--- src/source/core_config.svh ---
`ifndef CORE_CONFIG_SVH
`define CORE_CONFIG_SVH

// Data path width.
`define XLEN 32

// Architectural registers, x0 included.
`define REG_COUNT 32

// Data memory depth in 32-bit words.
// Addresses wrap modulo this size.
`define DMEM_WORDS 256

`endif

--- src/source/regfile.sv ---
`timescale 1ns/1ps
`include "core_config.svh"

module regfile (
    input  logic                          clk,
    input  logic                          rst,
    input  logic                          we,
    input  logic [$clog2(`REG_COUNT)-1:0] waddr,
    input  logic [`XLEN-1:0]              wdata,
    input  logic [$clog2(`REG_COUNT)-1:0] raddr1,
    input  logic [$clog2(`REG_COUNT)-1:0] raddr2,
    output logic [`XLEN-1:0]              rdata1,
    output logic [`XLEN-1:0]              rdata2
);
    // x0 has no storage.
    logic [`XLEN-1:0] regs [1:`REG_COUNT-1];

    always_ff @(posedge clk) begin
        if (rst) begin
            for (int i = 1; i < `REG_COUNT; i++)
                regs[i] <= '0;
        end else if (we && waddr != '0) begin
            regs[waddr] <= wdata;
        end
    end

    assign rdata1 = (raddr1 == '0) ? '0 : regs[raddr1];
    assign rdata2 = (raddr2 == '0) ? '0 : regs[raddr2];

endmodule

--- config.mk ---
export PLATFORM = sky130hd
export DESIGN_NAME = regfile
export DESIGN_NICKNAME = d
export VERILOG_FILES = /design/src/source/regfile.sv
export VERILOG_INCLUDE_DIRS = /design/src /design/src/source
export SDC_FILE = /design/constraint.sdc
export NUM_CORES = 2
export LEC_CHECK = 0
export BUFFER_PORTS_ARGS = -buffer_cell sky130_fd_sc_hd__buf_2
export CAP_MARGIN = 25
export CORE_UTILIZATION = 30
export DETAILED_ROUTE_END_ITERATION = 8
export PLACE_DENSITY = 0.4
export SETUP_SLACK_MARGIN = 0.2
export SYNTH_ARGS = -nofsm -noshare
export SYNTH_HDL_FRONTEND = slang
export SYNTH_SLANG_ARGS = --single-unit
--- constraint.sdc ---
create_clock -name clk -period 4.8 [get_ports clk]
set_clock_uncertainty 0.15 [all_clocks]
set_input_delay 0.96 -clock clk [delete_from_list [all_inputs] [get_ports clk]]
set_output_delay 0.96 -clock clk [all_outputs]
set_load 0.01 [all_outputs]
==> results.toml <==
[min_path]
hold_path.class = "in2reg"
worstHoldStart = "wdata[28]"

[synth]
synth.cell_area_sq_um = 54630
yosys_register_bits = 1024
synth_async_sr_flop_share = 0
dominantRegCellSynth = "sky130_fd_sc_hd__edfxtp_1"
synth_edf_count = 1024
synthesis.instances = 3765
yosysUniqueCellTypes = 44
syn_avg_cell_area_sq_um = 14.51
yosysWarnings = 0
synth-seq-area-share = 0.5629

[clock_network]
post_cts_hold_buffer_count = 0
cts-root-buf = "sky130_fd_sc_hd__clkbuf_16"
postCtsSetupRepairBufs = 0
cts.path.max_buffers = 3
htree_num_levels = 4
clkSlewWorstSetupHoldPaths_ns = 0.06
tritoncts = "yes"
cts_sinks = 1024
cts-buffers-inserted = 132

[timing]
period_minus_slack_ns = 4.551
tightest_slew_ns = 1.187
maxClockFrequency_ghz = 0.2197
layout_worst_path_cycle_share = 0.9482
setup_violations = 0
timing.slew.headroom = 0.2089
report.final.hold_viol_count = 0
report.final.slew_viol_count = 0
rsz_0062_raised_after_global_routing = "no"

[routing]
dr.pass1.iters = 5
route.detailed.wl_per_inst_um = 38.57
drc = 0
average_via_count_per_standard_cell = 5.654
route.final.wire_length_mm = 246.7
vias = 36170
drt_iter0_drc = 4558
ant_nets = 0

[cells_and_area]
number_of_flip_flops_in_the_largest_register = 1024
final_util = 0.3527
syn2layout_area_growth_pct = 16.69
fill_cells = 17210
regArea_sq_um = 30750
layout.cells.most_common = "sky130_fd_sc_hd__edfxtp_1"
layout-drive-gt1-share = 0.2554
finish.net_count = 3947
finalInstanceArea_sq_um = 63750
largest_register = "regs"
layout_common_cells = "1024 x sky130_fd_sc_hd__edfxtp_1, 992 x sky130_fd_sc_hd__and2_1, 356 x sky130_fd_sc_hd__mux4_2, 322 x sky130_fd_sc_hd__mux2i_1, 198 x sky130_fd_sc_hd__buf_4"
multiInputGateArea_sq_um = 22630
largest_registers = "regs (1024)"

[run]
max_cap_viol = 0

[power]
power.leakage_nw = 22.27
power_density_nw_per_um2 = 360.1
vdd_drop_max_mv = 0.2841

[outcome]
outcome = "finished, final reports clean"

[global_route]
global_route_wire_length_before_repair_mm = 329.7
vias_in_the_first_global_route = 35860
grt_start_max_net_pins = 61
global_route_usage_over_all_layers = 0.2653
grt_overflow_total = 0
grt_antenna_before_repair = 50

[floorplanning]
floorplan.rows = 156
die_h_um = 428.7
design.core.area_sq_um = 180700
die_area_sq_um = 183800
die_width_um = 428.7
io_pins = 114
effective_utilization_at_floorplan = 0.3023

[critical_path]
cpMaxStageDelayCell = "sky130_fd_sc_hd__a2111oi_1"
worst_setup_path_startpoint = "raddr2[3]"
required_ns = 3.69
worst_setup_path_end_kind = "primary output"
cp_cell_sequence = "buf_2 -> or3_2 -> buf_4 -> buf_4 -> o22ai_1 -> a2111oi_1 -> buf_4 -> nor3_1 -> buf_2"
worst_ep_arrival_time_ns = 3.44
critPathMostFrequentCell = "sky130_fd_sc_hd__buf_4"
slowest_delay_ns = 0.67
worst-setup-path-type = "in2out"
worst_setup_path_start_kind = "input pin"
crit_fanout = 11

[place]
routabilityCongestion = 0.7915
portBuffers = 113
postPlaceCellArea_sq_um = 59680
dp_hpwl_mm = 144.9
## logic make-up after synthesis
group	after synthesis	synth area share
other	1	0.00006864
buffers and inverters	408	0.03339
flip-flops	1024	0.5629
AND/OR/NAND/NOR	1213	0.1370
AO/OA/AOI/OAI	407	0.05391
multiplexers	712	0.2128
## final timing paths
path | end | cells after the start
hold / removal | regs[0][28]$_DFFE_PP_ | 1
setup / recovery | rdata2[7] | 9
## cells in the mapped netlist, drive strengths merged, types with 5 or more instances
master      n  area (sq um)
nand3b      5         37.54
nor2       37         138.9
a21oi      56         280.3
nor4       33         206.5
o22ai      51         319.1
mux2       34         382.9
nand2       6         22.52
a2111oi    55         521.8
mux2i     322          3223
nor3       26         130.1
or2        32         200.2
o21ai      36         180.2
buf       104         681.9
edfxtp   1024         30750
nor2b      56         350.3
a22oi     104         780.8
mux4      356          8018
clkbuf    303          1139
a211oi     47         352.8
and2      995          6225
a22o       51         446.7
## stage by stage
stage	power, W	hold slack [ns]	cells	TNS [ns]	setup slack [ns]
floorplan	0.01225	0.9089	3796	0	1.049
global placement	0.01372	1.340	6129	-0.4222	-0.3713
detailed placement	0.01371	1.333	6132	-0.002088	-0.002088
CTS	0.02312	0.4845	6366	0	0.2629
global route	0.02358	0.5263	6374	0	0.2359
finish	0.02296	0.5351	6396	0	0.2488
## report_power, final
part           switching [W]  leakage [nW]  total, W  internal [W]
Clock                0.00409          1.91   0.00941       0.00532
Sequential          0.000274          9.75    0.0106        0.0103
Combinational        0.00178          10.6   0.00293       0.00115
Total                0.00614          22.3    0.0230        0.0168
## what timing repair did
item,in CTS,in global routing
gates cloned,0,0
endpoints found under the setup margin,7,3
resized for setup,7,4
hold endpoints to repair,0,0
## worst max-delay path: cells and delay by family
family          cells  cell delay (ns)
simple gates        2             0.56
compound gates      2             0.75
buf+inv             5             1.14
## per-layer routing
layer  part of all wire  vias up  track usage
li1                   -    14760            -
met2               0.47     1682       0.4206
met1               0.43    19350       0.3669
met5           0.000053        -            0
met3              0.065      371      0.04035
met4              0.035        2      0.09689
## cell type report
cell class / count / share of cell area
repair buffers: 374 / 0.05323
clock inverters: 59 / 0.006359
well taps: 2370 / 0.04652
flip-flops and latches: 1024 / 0.4824
diodes: 29 / 0.001138
multi-input cells: 2364 / 0.3550
clock buffers: 175 / 0.05535
inverters: 1 / 0.00005888
Power figures use the tool's default switching activity.
