==> config.mk <==
export PLATFORM = sky130hd
export DESIGN_NAME = idu
export DESIGN_NICKNAME = d
export VERILOG_FILES = /design/src/source/core_pkg.sv /design/src/source/idu.sv
export VERILOG_INCLUDE_DIRS = /design/src /design/src/source
export SDC_FILE = /design/constraint.sdc
export NUM_CORES = 1
export LEC_CHECK = 0
export ABC_AREA = 1
export BUFFER_PORTS_ARGS = -buffer_cell sky130_fd_sc_hd__buf_4
export CAP_MARGIN = 20
export CORE_MARGIN = 4
export CORE_UTILIZATION = 25
export DETAILED_ROUTE_END_ITERATION = 10
export GPL_ROUTABILITY_DRIVEN = 0
export GPL_TIMING_DRIVEN = 0
export PLACE_DENSITY = 0.53
export SLEW_MARGIN = 20
export SYNTH_ARGS = -nofsm -noshare
export SYNTH_HDL_FRONTEND = slang
export SYNTH_SLANG_ARGS = --single-unit
==> constraint.sdc <==
create_clock -name vclk -period 2.5
set_clock_uncertainty 0.05 [all_clocks]
set_input_delay 0.25 -clock vclk [all_inputs]
set_output_delay 0.25 -clock vclk [all_outputs]
set_load 0.05 [all_outputs]
==> src/source/core_config.svh <==
`ifndef CORE_CONFIG_SVH
`define CORE_CONFIG_SVH

// Data path width.
`define XLEN 32

// Architectural registers, x0 included.
`define REG_COUNT 32

// Data memory depth in 32-bit words.
// Addresses wrap modulo this size.
`define DMEM_WORDS 256

`endif

==> src/source/core_pkg.sv <==
package core_pkg;

    // Major opcodes of the supported RV32I subset.
    typedef enum logic [6:0] {
        OPC_LUI    = 7'b0110111,
        OPC_AUIPC  = 7'b0010111,
        OPC_JAL    = 7'b1101111,
        OPC_JALR   = 7'b1100111,
        OPC_BRANCH = 7'b1100011,
        OPC_LOAD   = 7'b0000011,
        OPC_STORE  = 7'b0100011,
        OPC_OP_IMM = 7'b0010011,
        OPC_OP     = 7'b0110011,
        OPC_SYSTEM = 7'b1110011
    } opcode_e;

    typedef enum logic [3:0] {
        ALU_ADD, ALU_SUB, ALU_SLL, ALU_SLT, ALU_SLTU, ALU_XOR,
        ALU_SRL, ALU_SRA, ALU_OR, ALU_AND, ALU_PASS_B
    } alu_op_e;

    // Operand pairs into the ALU, written as {a, b}.
    typedef enum logic [1:0] {
        OPA_ZERO_IMM = 2'b00,
        OPA_PC_IMM   = 2'b01,
        OPA_RS1_RS2  = 2'b10,
        OPA_RS1_IMM  = 2'b11
    } opa_sel_e;

    // Nine kinds, so four bits.
    typedef enum logic [3:0] {
        BR_NONE, BR_JAL, BR_JALR, BR_EQ, BR_NE, BR_LT, BR_GE, BR_LTU, BR_GEU
    } br_cond_e;

    typedef enum logic [1:0] {
        MEM_NONE, MEM_BYTE, MEM_HALF, MEM_WORD
    } mem_size_e;

    typedef struct packed {
        alu_op_e   alu_op;
        opa_sel_e  a_sel;
        br_cond_e  br_cond;
        mem_size_e mem_size;
        logic      mem_write;
        logic      load_signed;
        logic      link;        // Result is pc + 4.
        logic      rd_write;
        logic      is_ebreak;
    } exu_ctrl_t;

endpackage

==> src/source/idu.sv <==
`timescale 1ns/1ps
`include "core_config.svh"

module idu (
    input  logic [31:0]                   instr,
    output logic [$clog2(`REG_COUNT)-1:0] rs1,
    output logic [$clog2(`REG_COUNT)-1:0] rs2,
    output logic [$clog2(`REG_COUNT)-1:0] rd,
    output logic [`XLEN-1:0]              imm,
    output core_pkg::exu_ctrl_t           ctrl
);
    logic [2:0]       funct3;
    logic [6:0]       funct7;
    logic [`XLEN-1:0] imm_i, imm_s, imm_b, imm_u, imm_j;
    logic             is_ebreak;

    assign funct3 = instr[14:12];
    assign funct7 = instr[31:25];

    assign imm_i = {{(`XLEN-12){instr[31]}}, instr[31:20]};
    assign imm_s = {{(`XLEN-12){instr[31]}}, instr[31:25], instr[11:7]};
    assign imm_b = {{(`XLEN-12){instr[31]}}, instr[7], instr[30:25], instr[11:8], 1'b0};
    assign imm_u = {instr[31:12], 12'b0};
    assign imm_j = {{(`XLEN-20){instr[31]}}, instr[19:12], instr[20], instr[30:21], 1'b0};

    assign is_ebreak = (instr == 32'h0010_0073);

    // ebreak reports x10, so point read port 1 at it.
    assign rs1 = is_ebreak ? 5'd10 : instr[19:15];
    assign rs2 = instr[24:20];
    assign rd  = instr[11:7];

    // funct3 to ALU op, alt selects sub / sra.
    function automatic core_pkg::alu_op_e alu_sel(input logic [2:0] f3, input logic alt);
        case (f3)
            3'b000:  alu_sel = alt ? core_pkg::ALU_SUB : core_pkg::ALU_ADD;
            3'b001:  alu_sel = core_pkg::ALU_SLL;
            3'b010:  alu_sel = core_pkg::ALU_SLT;
            3'b011:  alu_sel = core_pkg::ALU_SLTU;
            3'b100:  alu_sel = core_pkg::ALU_XOR;
            3'b101:  alu_sel = alt ? core_pkg::ALU_SRA : core_pkg::ALU_SRL;
            3'b110:  alu_sel = core_pkg::ALU_OR;
            default: alu_sel = core_pkg::ALU_AND;
        endcase
    endfunction

    always_comb begin
        // No-op by default.
        ctrl.alu_op      = core_pkg::ALU_ADD;
        ctrl.a_sel       = core_pkg::OPA_ZERO_IMM;
        ctrl.br_cond     = core_pkg::BR_NONE;
        ctrl.mem_size    = core_pkg::MEM_NONE;
        ctrl.mem_write   = 1'b0;
        ctrl.load_signed = 1'b0;
        ctrl.link        = 1'b0;
        ctrl.rd_write    = 1'b0;
        ctrl.is_ebreak   = 1'b0;
        imm              = imm_i;

        case (instr[6:0])
            core_pkg::OPC_LUI: begin
                ctrl.alu_op   = core_pkg::ALU_PASS_B;
                ctrl.rd_write = 1'b1;
                imm           = imm_u;
            end
            core_pkg::OPC_AUIPC: begin
                ctrl.a_sel    = core_pkg::OPA_PC_IMM;
                ctrl.rd_write = 1'b1;
                imm           = imm_u;
            end
            core_pkg::OPC_JAL: begin
                ctrl.br_cond  = core_pkg::BR_JAL;
                ctrl.link     = 1'b1;
                ctrl.rd_write = 1'b1;
                imm           = imm_j;
            end
            core_pkg::OPC_JALR: if (funct3 == 3'b000) begin
                ctrl.a_sel    = core_pkg::OPA_RS1_IMM; // Target from the ALU sum.
                ctrl.br_cond  = core_pkg::BR_JALR;
                ctrl.link     = 1'b1;
                ctrl.rd_write = 1'b1;
            end
            core_pkg::OPC_BRANCH: begin
                imm = imm_b;
                case (funct3)
                    3'b000:  ctrl.br_cond = core_pkg::BR_EQ;
                    3'b001:  ctrl.br_cond = core_pkg::BR_NE;
                    3'b100:  ctrl.br_cond = core_pkg::BR_LT;
                    3'b101:  ctrl.br_cond = core_pkg::BR_GE;
                    3'b110:  ctrl.br_cond = core_pkg::BR_LTU;
                    3'b111:  ctrl.br_cond = core_pkg::BR_GEU;
                    default: ctrl.br_cond = core_pkg::BR_NONE;
                endcase
            end
            core_pkg::OPC_LOAD: if (funct3 inside {3'b000, 3'b001, 3'b010, 3'b100, 3'b101}) begin
                ctrl.a_sel       = core_pkg::OPA_RS1_IMM;
                ctrl.mem_size    = core_pkg::mem_size_e'(funct3[1:0] + 2'd1);
                ctrl.load_signed = ~funct3[2];
                ctrl.rd_write    = 1'b1;
            end
            core_pkg::OPC_STORE: if (funct3 inside {3'b000, 3'b001, 3'b010}) begin
                ctrl.a_sel     = core_pkg::OPA_RS1_IMM;
                ctrl.mem_size  = core_pkg::mem_size_e'(funct3[1:0] + 2'd1);
                ctrl.mem_write = 1'b1;
                imm            = imm_s;
            end
            core_pkg::OPC_OP_IMM: begin
                ctrl.a_sel    = core_pkg::OPA_RS1_IMM;
                ctrl.alu_op   = alu_sel(funct3, funct3 == 3'b101 && instr[30]);
                ctrl.rd_write = 1'b1;
            end
            core_pkg::OPC_OP: if (funct7 == 7'b0 || (funct7 == 7'b0100000 && funct3 inside {3'b000, 3'b101})) begin
                ctrl.a_sel    = core_pkg::OPA_RS1_RS2;
                ctrl.alu_op   = alu_sel(funct3, instr[30]);
                ctrl.rd_write = 1'b1;
            end
            core_pkg::OPC_SYSTEM: ctrl.is_ebreak = is_ebreak;
            default: ;
        endcase
    end

endmodule

==> flow_metrics.env <==
export IMPL_status="complete, no violations"
export IMPL_rows=25
export IMPL_path_cells="buf_4 > inv_1 > ha_1 > nor2_4 > nand2_2 > nand2_1 > inv_1 > nand2_1 > nand2_1 > nor2_1 > nand2_1 > buf_4"
export IMPL_dr_wl_met3_um=345
export IMPL_drive_gt1_share_pct=37.9
export IMPL_drv_cap=0
export IMPL_finalSetupViolCount=0
export IMPL_syn_to_final_growth_pct=63.9
export IMPL_clock_buffers=0
export IMPL_cp_required_ps=2200
export IMPL_p_leak_nw=1.18
export IMPL_fill_cells=575
export IMPL_ys_top_cells_by_area="nand2_1 (19%), inv_1 (12%), nor2_1 (11%), nand3_1 (8.9%), buf_4 (7.3%)"
export IMPL_nFlopsAndLatches=0
export IMPL_post_route_cell_area_mm2=0.00202
export IMPL_mostFrequentLayoutCells="buf_4 (106), nand2_1 (64), inv_1 (38)"
export IMPL_min_delay_start="instr[13]"
export IMPL_fin_crit_ps=2080
export IMPL_yosysWarnings=0
export IMPL_hold_buffers=0
export IMPL_vias_per_cell=4.42
export IMPL_finalNetCount=384
export IMPL_hold_viol=0
export IMPL_yosysTopAreaCell="nand2_1"
export IMPL_first_iter_violations=44
export IMPL_vias=1826
export IMPL_setup_worst_path_end_class="output port"
export IMPL_worst_pin_slew_ps=287
export IMPL_slew_headroom_pct=80.8
export IMPL_top_layer="met3"
export IMPL_grt_pass1_vias=1674
export IMPL_die_area_mm2=0.00613
export IMPL_placed_cell_area_mm2=0.00202
export IMPL_cts_resized=0
export IMPL_hp_class="in2out"
export IMPL_vdd_drop_max_v=0.0000771
export IMPL_syn_inst=252
export IMPL_rsz0062_at_grt="no"
export IMPL_grt_total_usage_pct=15.3
export IMPL_grt_ovfl_total=0
export IMPL_slowest_delay_ps=290
export IMPL_fin_crit_sh_pct=83.3
export IMPL_netlist_area_mm2=0.00123
export IMPL_postCtsSetupBuffers=0
export IMPL_seq_area_um2=0
export IMPL_n_antenna_cell=0
export IMPL_wl_met1_um=2310
export IMPL_total_power_mw=0.432
export IMPL_ios=96
export IMPL_ys_types=30
export IMPL_wl_met2_um=2380
export IMPL_p_per_area_mw_per_mm2=213
export IMPL_grt_pass1_wl_um=8020
export IMPL_crit_path_frequent_cell="nand2_1"
export IMPL_synth_top_cell_area_share_pct=19.5
export IMPL_final_antenna_net_count=0
export IMPL_crit_family="simple AND/OR/NAND/NOR gates"
export IMPL_worst_setup_path_type="in2out"
export IMPL_cp_max_fo=6
export IMPL_dp_hpwl_um=4270
export IMPL_drc=0
export IMPL_fin_tns_setup_ps=0
export IMPL_die_h_um=78.3
export IMPL_synth_nets=288
export IMPL_hold_end="ctrl[9]"
export IMPL_max_freq_ghz=0.480
export IMPL_worstSetupStartpointType="input port"
export IMPL_routed_wl_um=5040
export IMPL_cp_arrival_ps=1780
export IMPL_whs_path_depth=3
export IMPL_initial_utilization_pct=26.0
export IMPL_path_buf_inv=4
export IMPL_layout_commonest_cell="buf_4"
export IMPL_syn_area_per_cell_um2=4.90
export IMPL_slew_violations=0
export IMPL_grt_max_degree=11
export IMPL_coreArea_mm2=0.00475
export IMPL_wl_per_cell_um=12.2
export IMPL_ys_seq_area_share_pct=0
export IMPL_antenna_found_initial=0
export IMPL_port_buffers=94
export IMPL_critPathSlowestCell="ha_1"
export IMPL_firstDrtPassIters=4
export IMPL_die_w_um=78.3
==> logic make-up (layout without fill, tap and decap cells) <==
logic type,after synthesis,in the layout,share of synthesized area (%)
buf+inv,62,156,23.4
simple gates,153,153,57.7
fa+ha+maj,4,4,4.05
compound gates,33,33,14.9
==> cell usage after synthesis (all sizes together) <==
cell and instances:
inv 43, nand2 70, clkbuf 4, nor3 6, buf 15, or2 1, o21a 1, a211oi 1
nor4 1, o21ai 24, ha 4, nor2 42, a31oi 1, nand4 9, a21boi 1, o211ai 1
nand3 24, a21oi 4
==> cell type report <==
class | instances | area (um^2) | share of cell area [%]
Buffer | 19 | 128 | 6.30
Inverter | 43 | 161 | 7.97
Multi-Input combinational cell | 190 | 946 | 46.7
Tap cell | 67 | 83.8 | 4.14
Timing Repair Buffer | 94 | 706 | 34.9
==> worst max path at each step <==
stage | start | end | slack [ps] | depth (start not counted)
2_1_floorplan | instr[12] | ctrl[8] | 210 | 6
3_3_place_gp | instr[12] | ctrl[12] | 420 | 12
3_5_place_dp | instr[12] | ctrl[11] | 420 | 12
4_1_cts | instr[12] | ctrl[11] | 410 | 12
5_1_grt | instr[12] | ctrl[12] | 300 | 12
6_report | instr[12] | ctrl[11] | 420 | 12
==> worst min-delay path, cell delays in order <==
cell and delay [ps]:
buf_4 100, a211oi_1 70, buf_4 190
==> report_power, final <==
group | switching (mW) | internal (mW)
clock | 0 | 0
sequential | 0 | 0
combinational | 0.291 | 0.140
==> through the flow <==
step / setup WS [ps] / utilization [%] / hold WS [ps] / instances
after detailed placement: 416 / 42.6 / 805 / 413
after global placement: 420 / 42.6 / 805 / 413
final: 418 / 42.6 / 804 / 413
after floorplan: 215 / - / 617 / 252
after global routing: 297 / 42.6 / 824 / 413
after CTS: 413 / 42.6 / 807 / 413
==> per-layer routing <==
metal / track usage [%] / up-vias
li1: - / 976
met1: 21.1 / 787
met2: 27.6 / 63
met3: 1.26 / 0
met4: 0 / 0
met5: 0 / -
No activity file was read; power rests on OpenSTA's default activity.
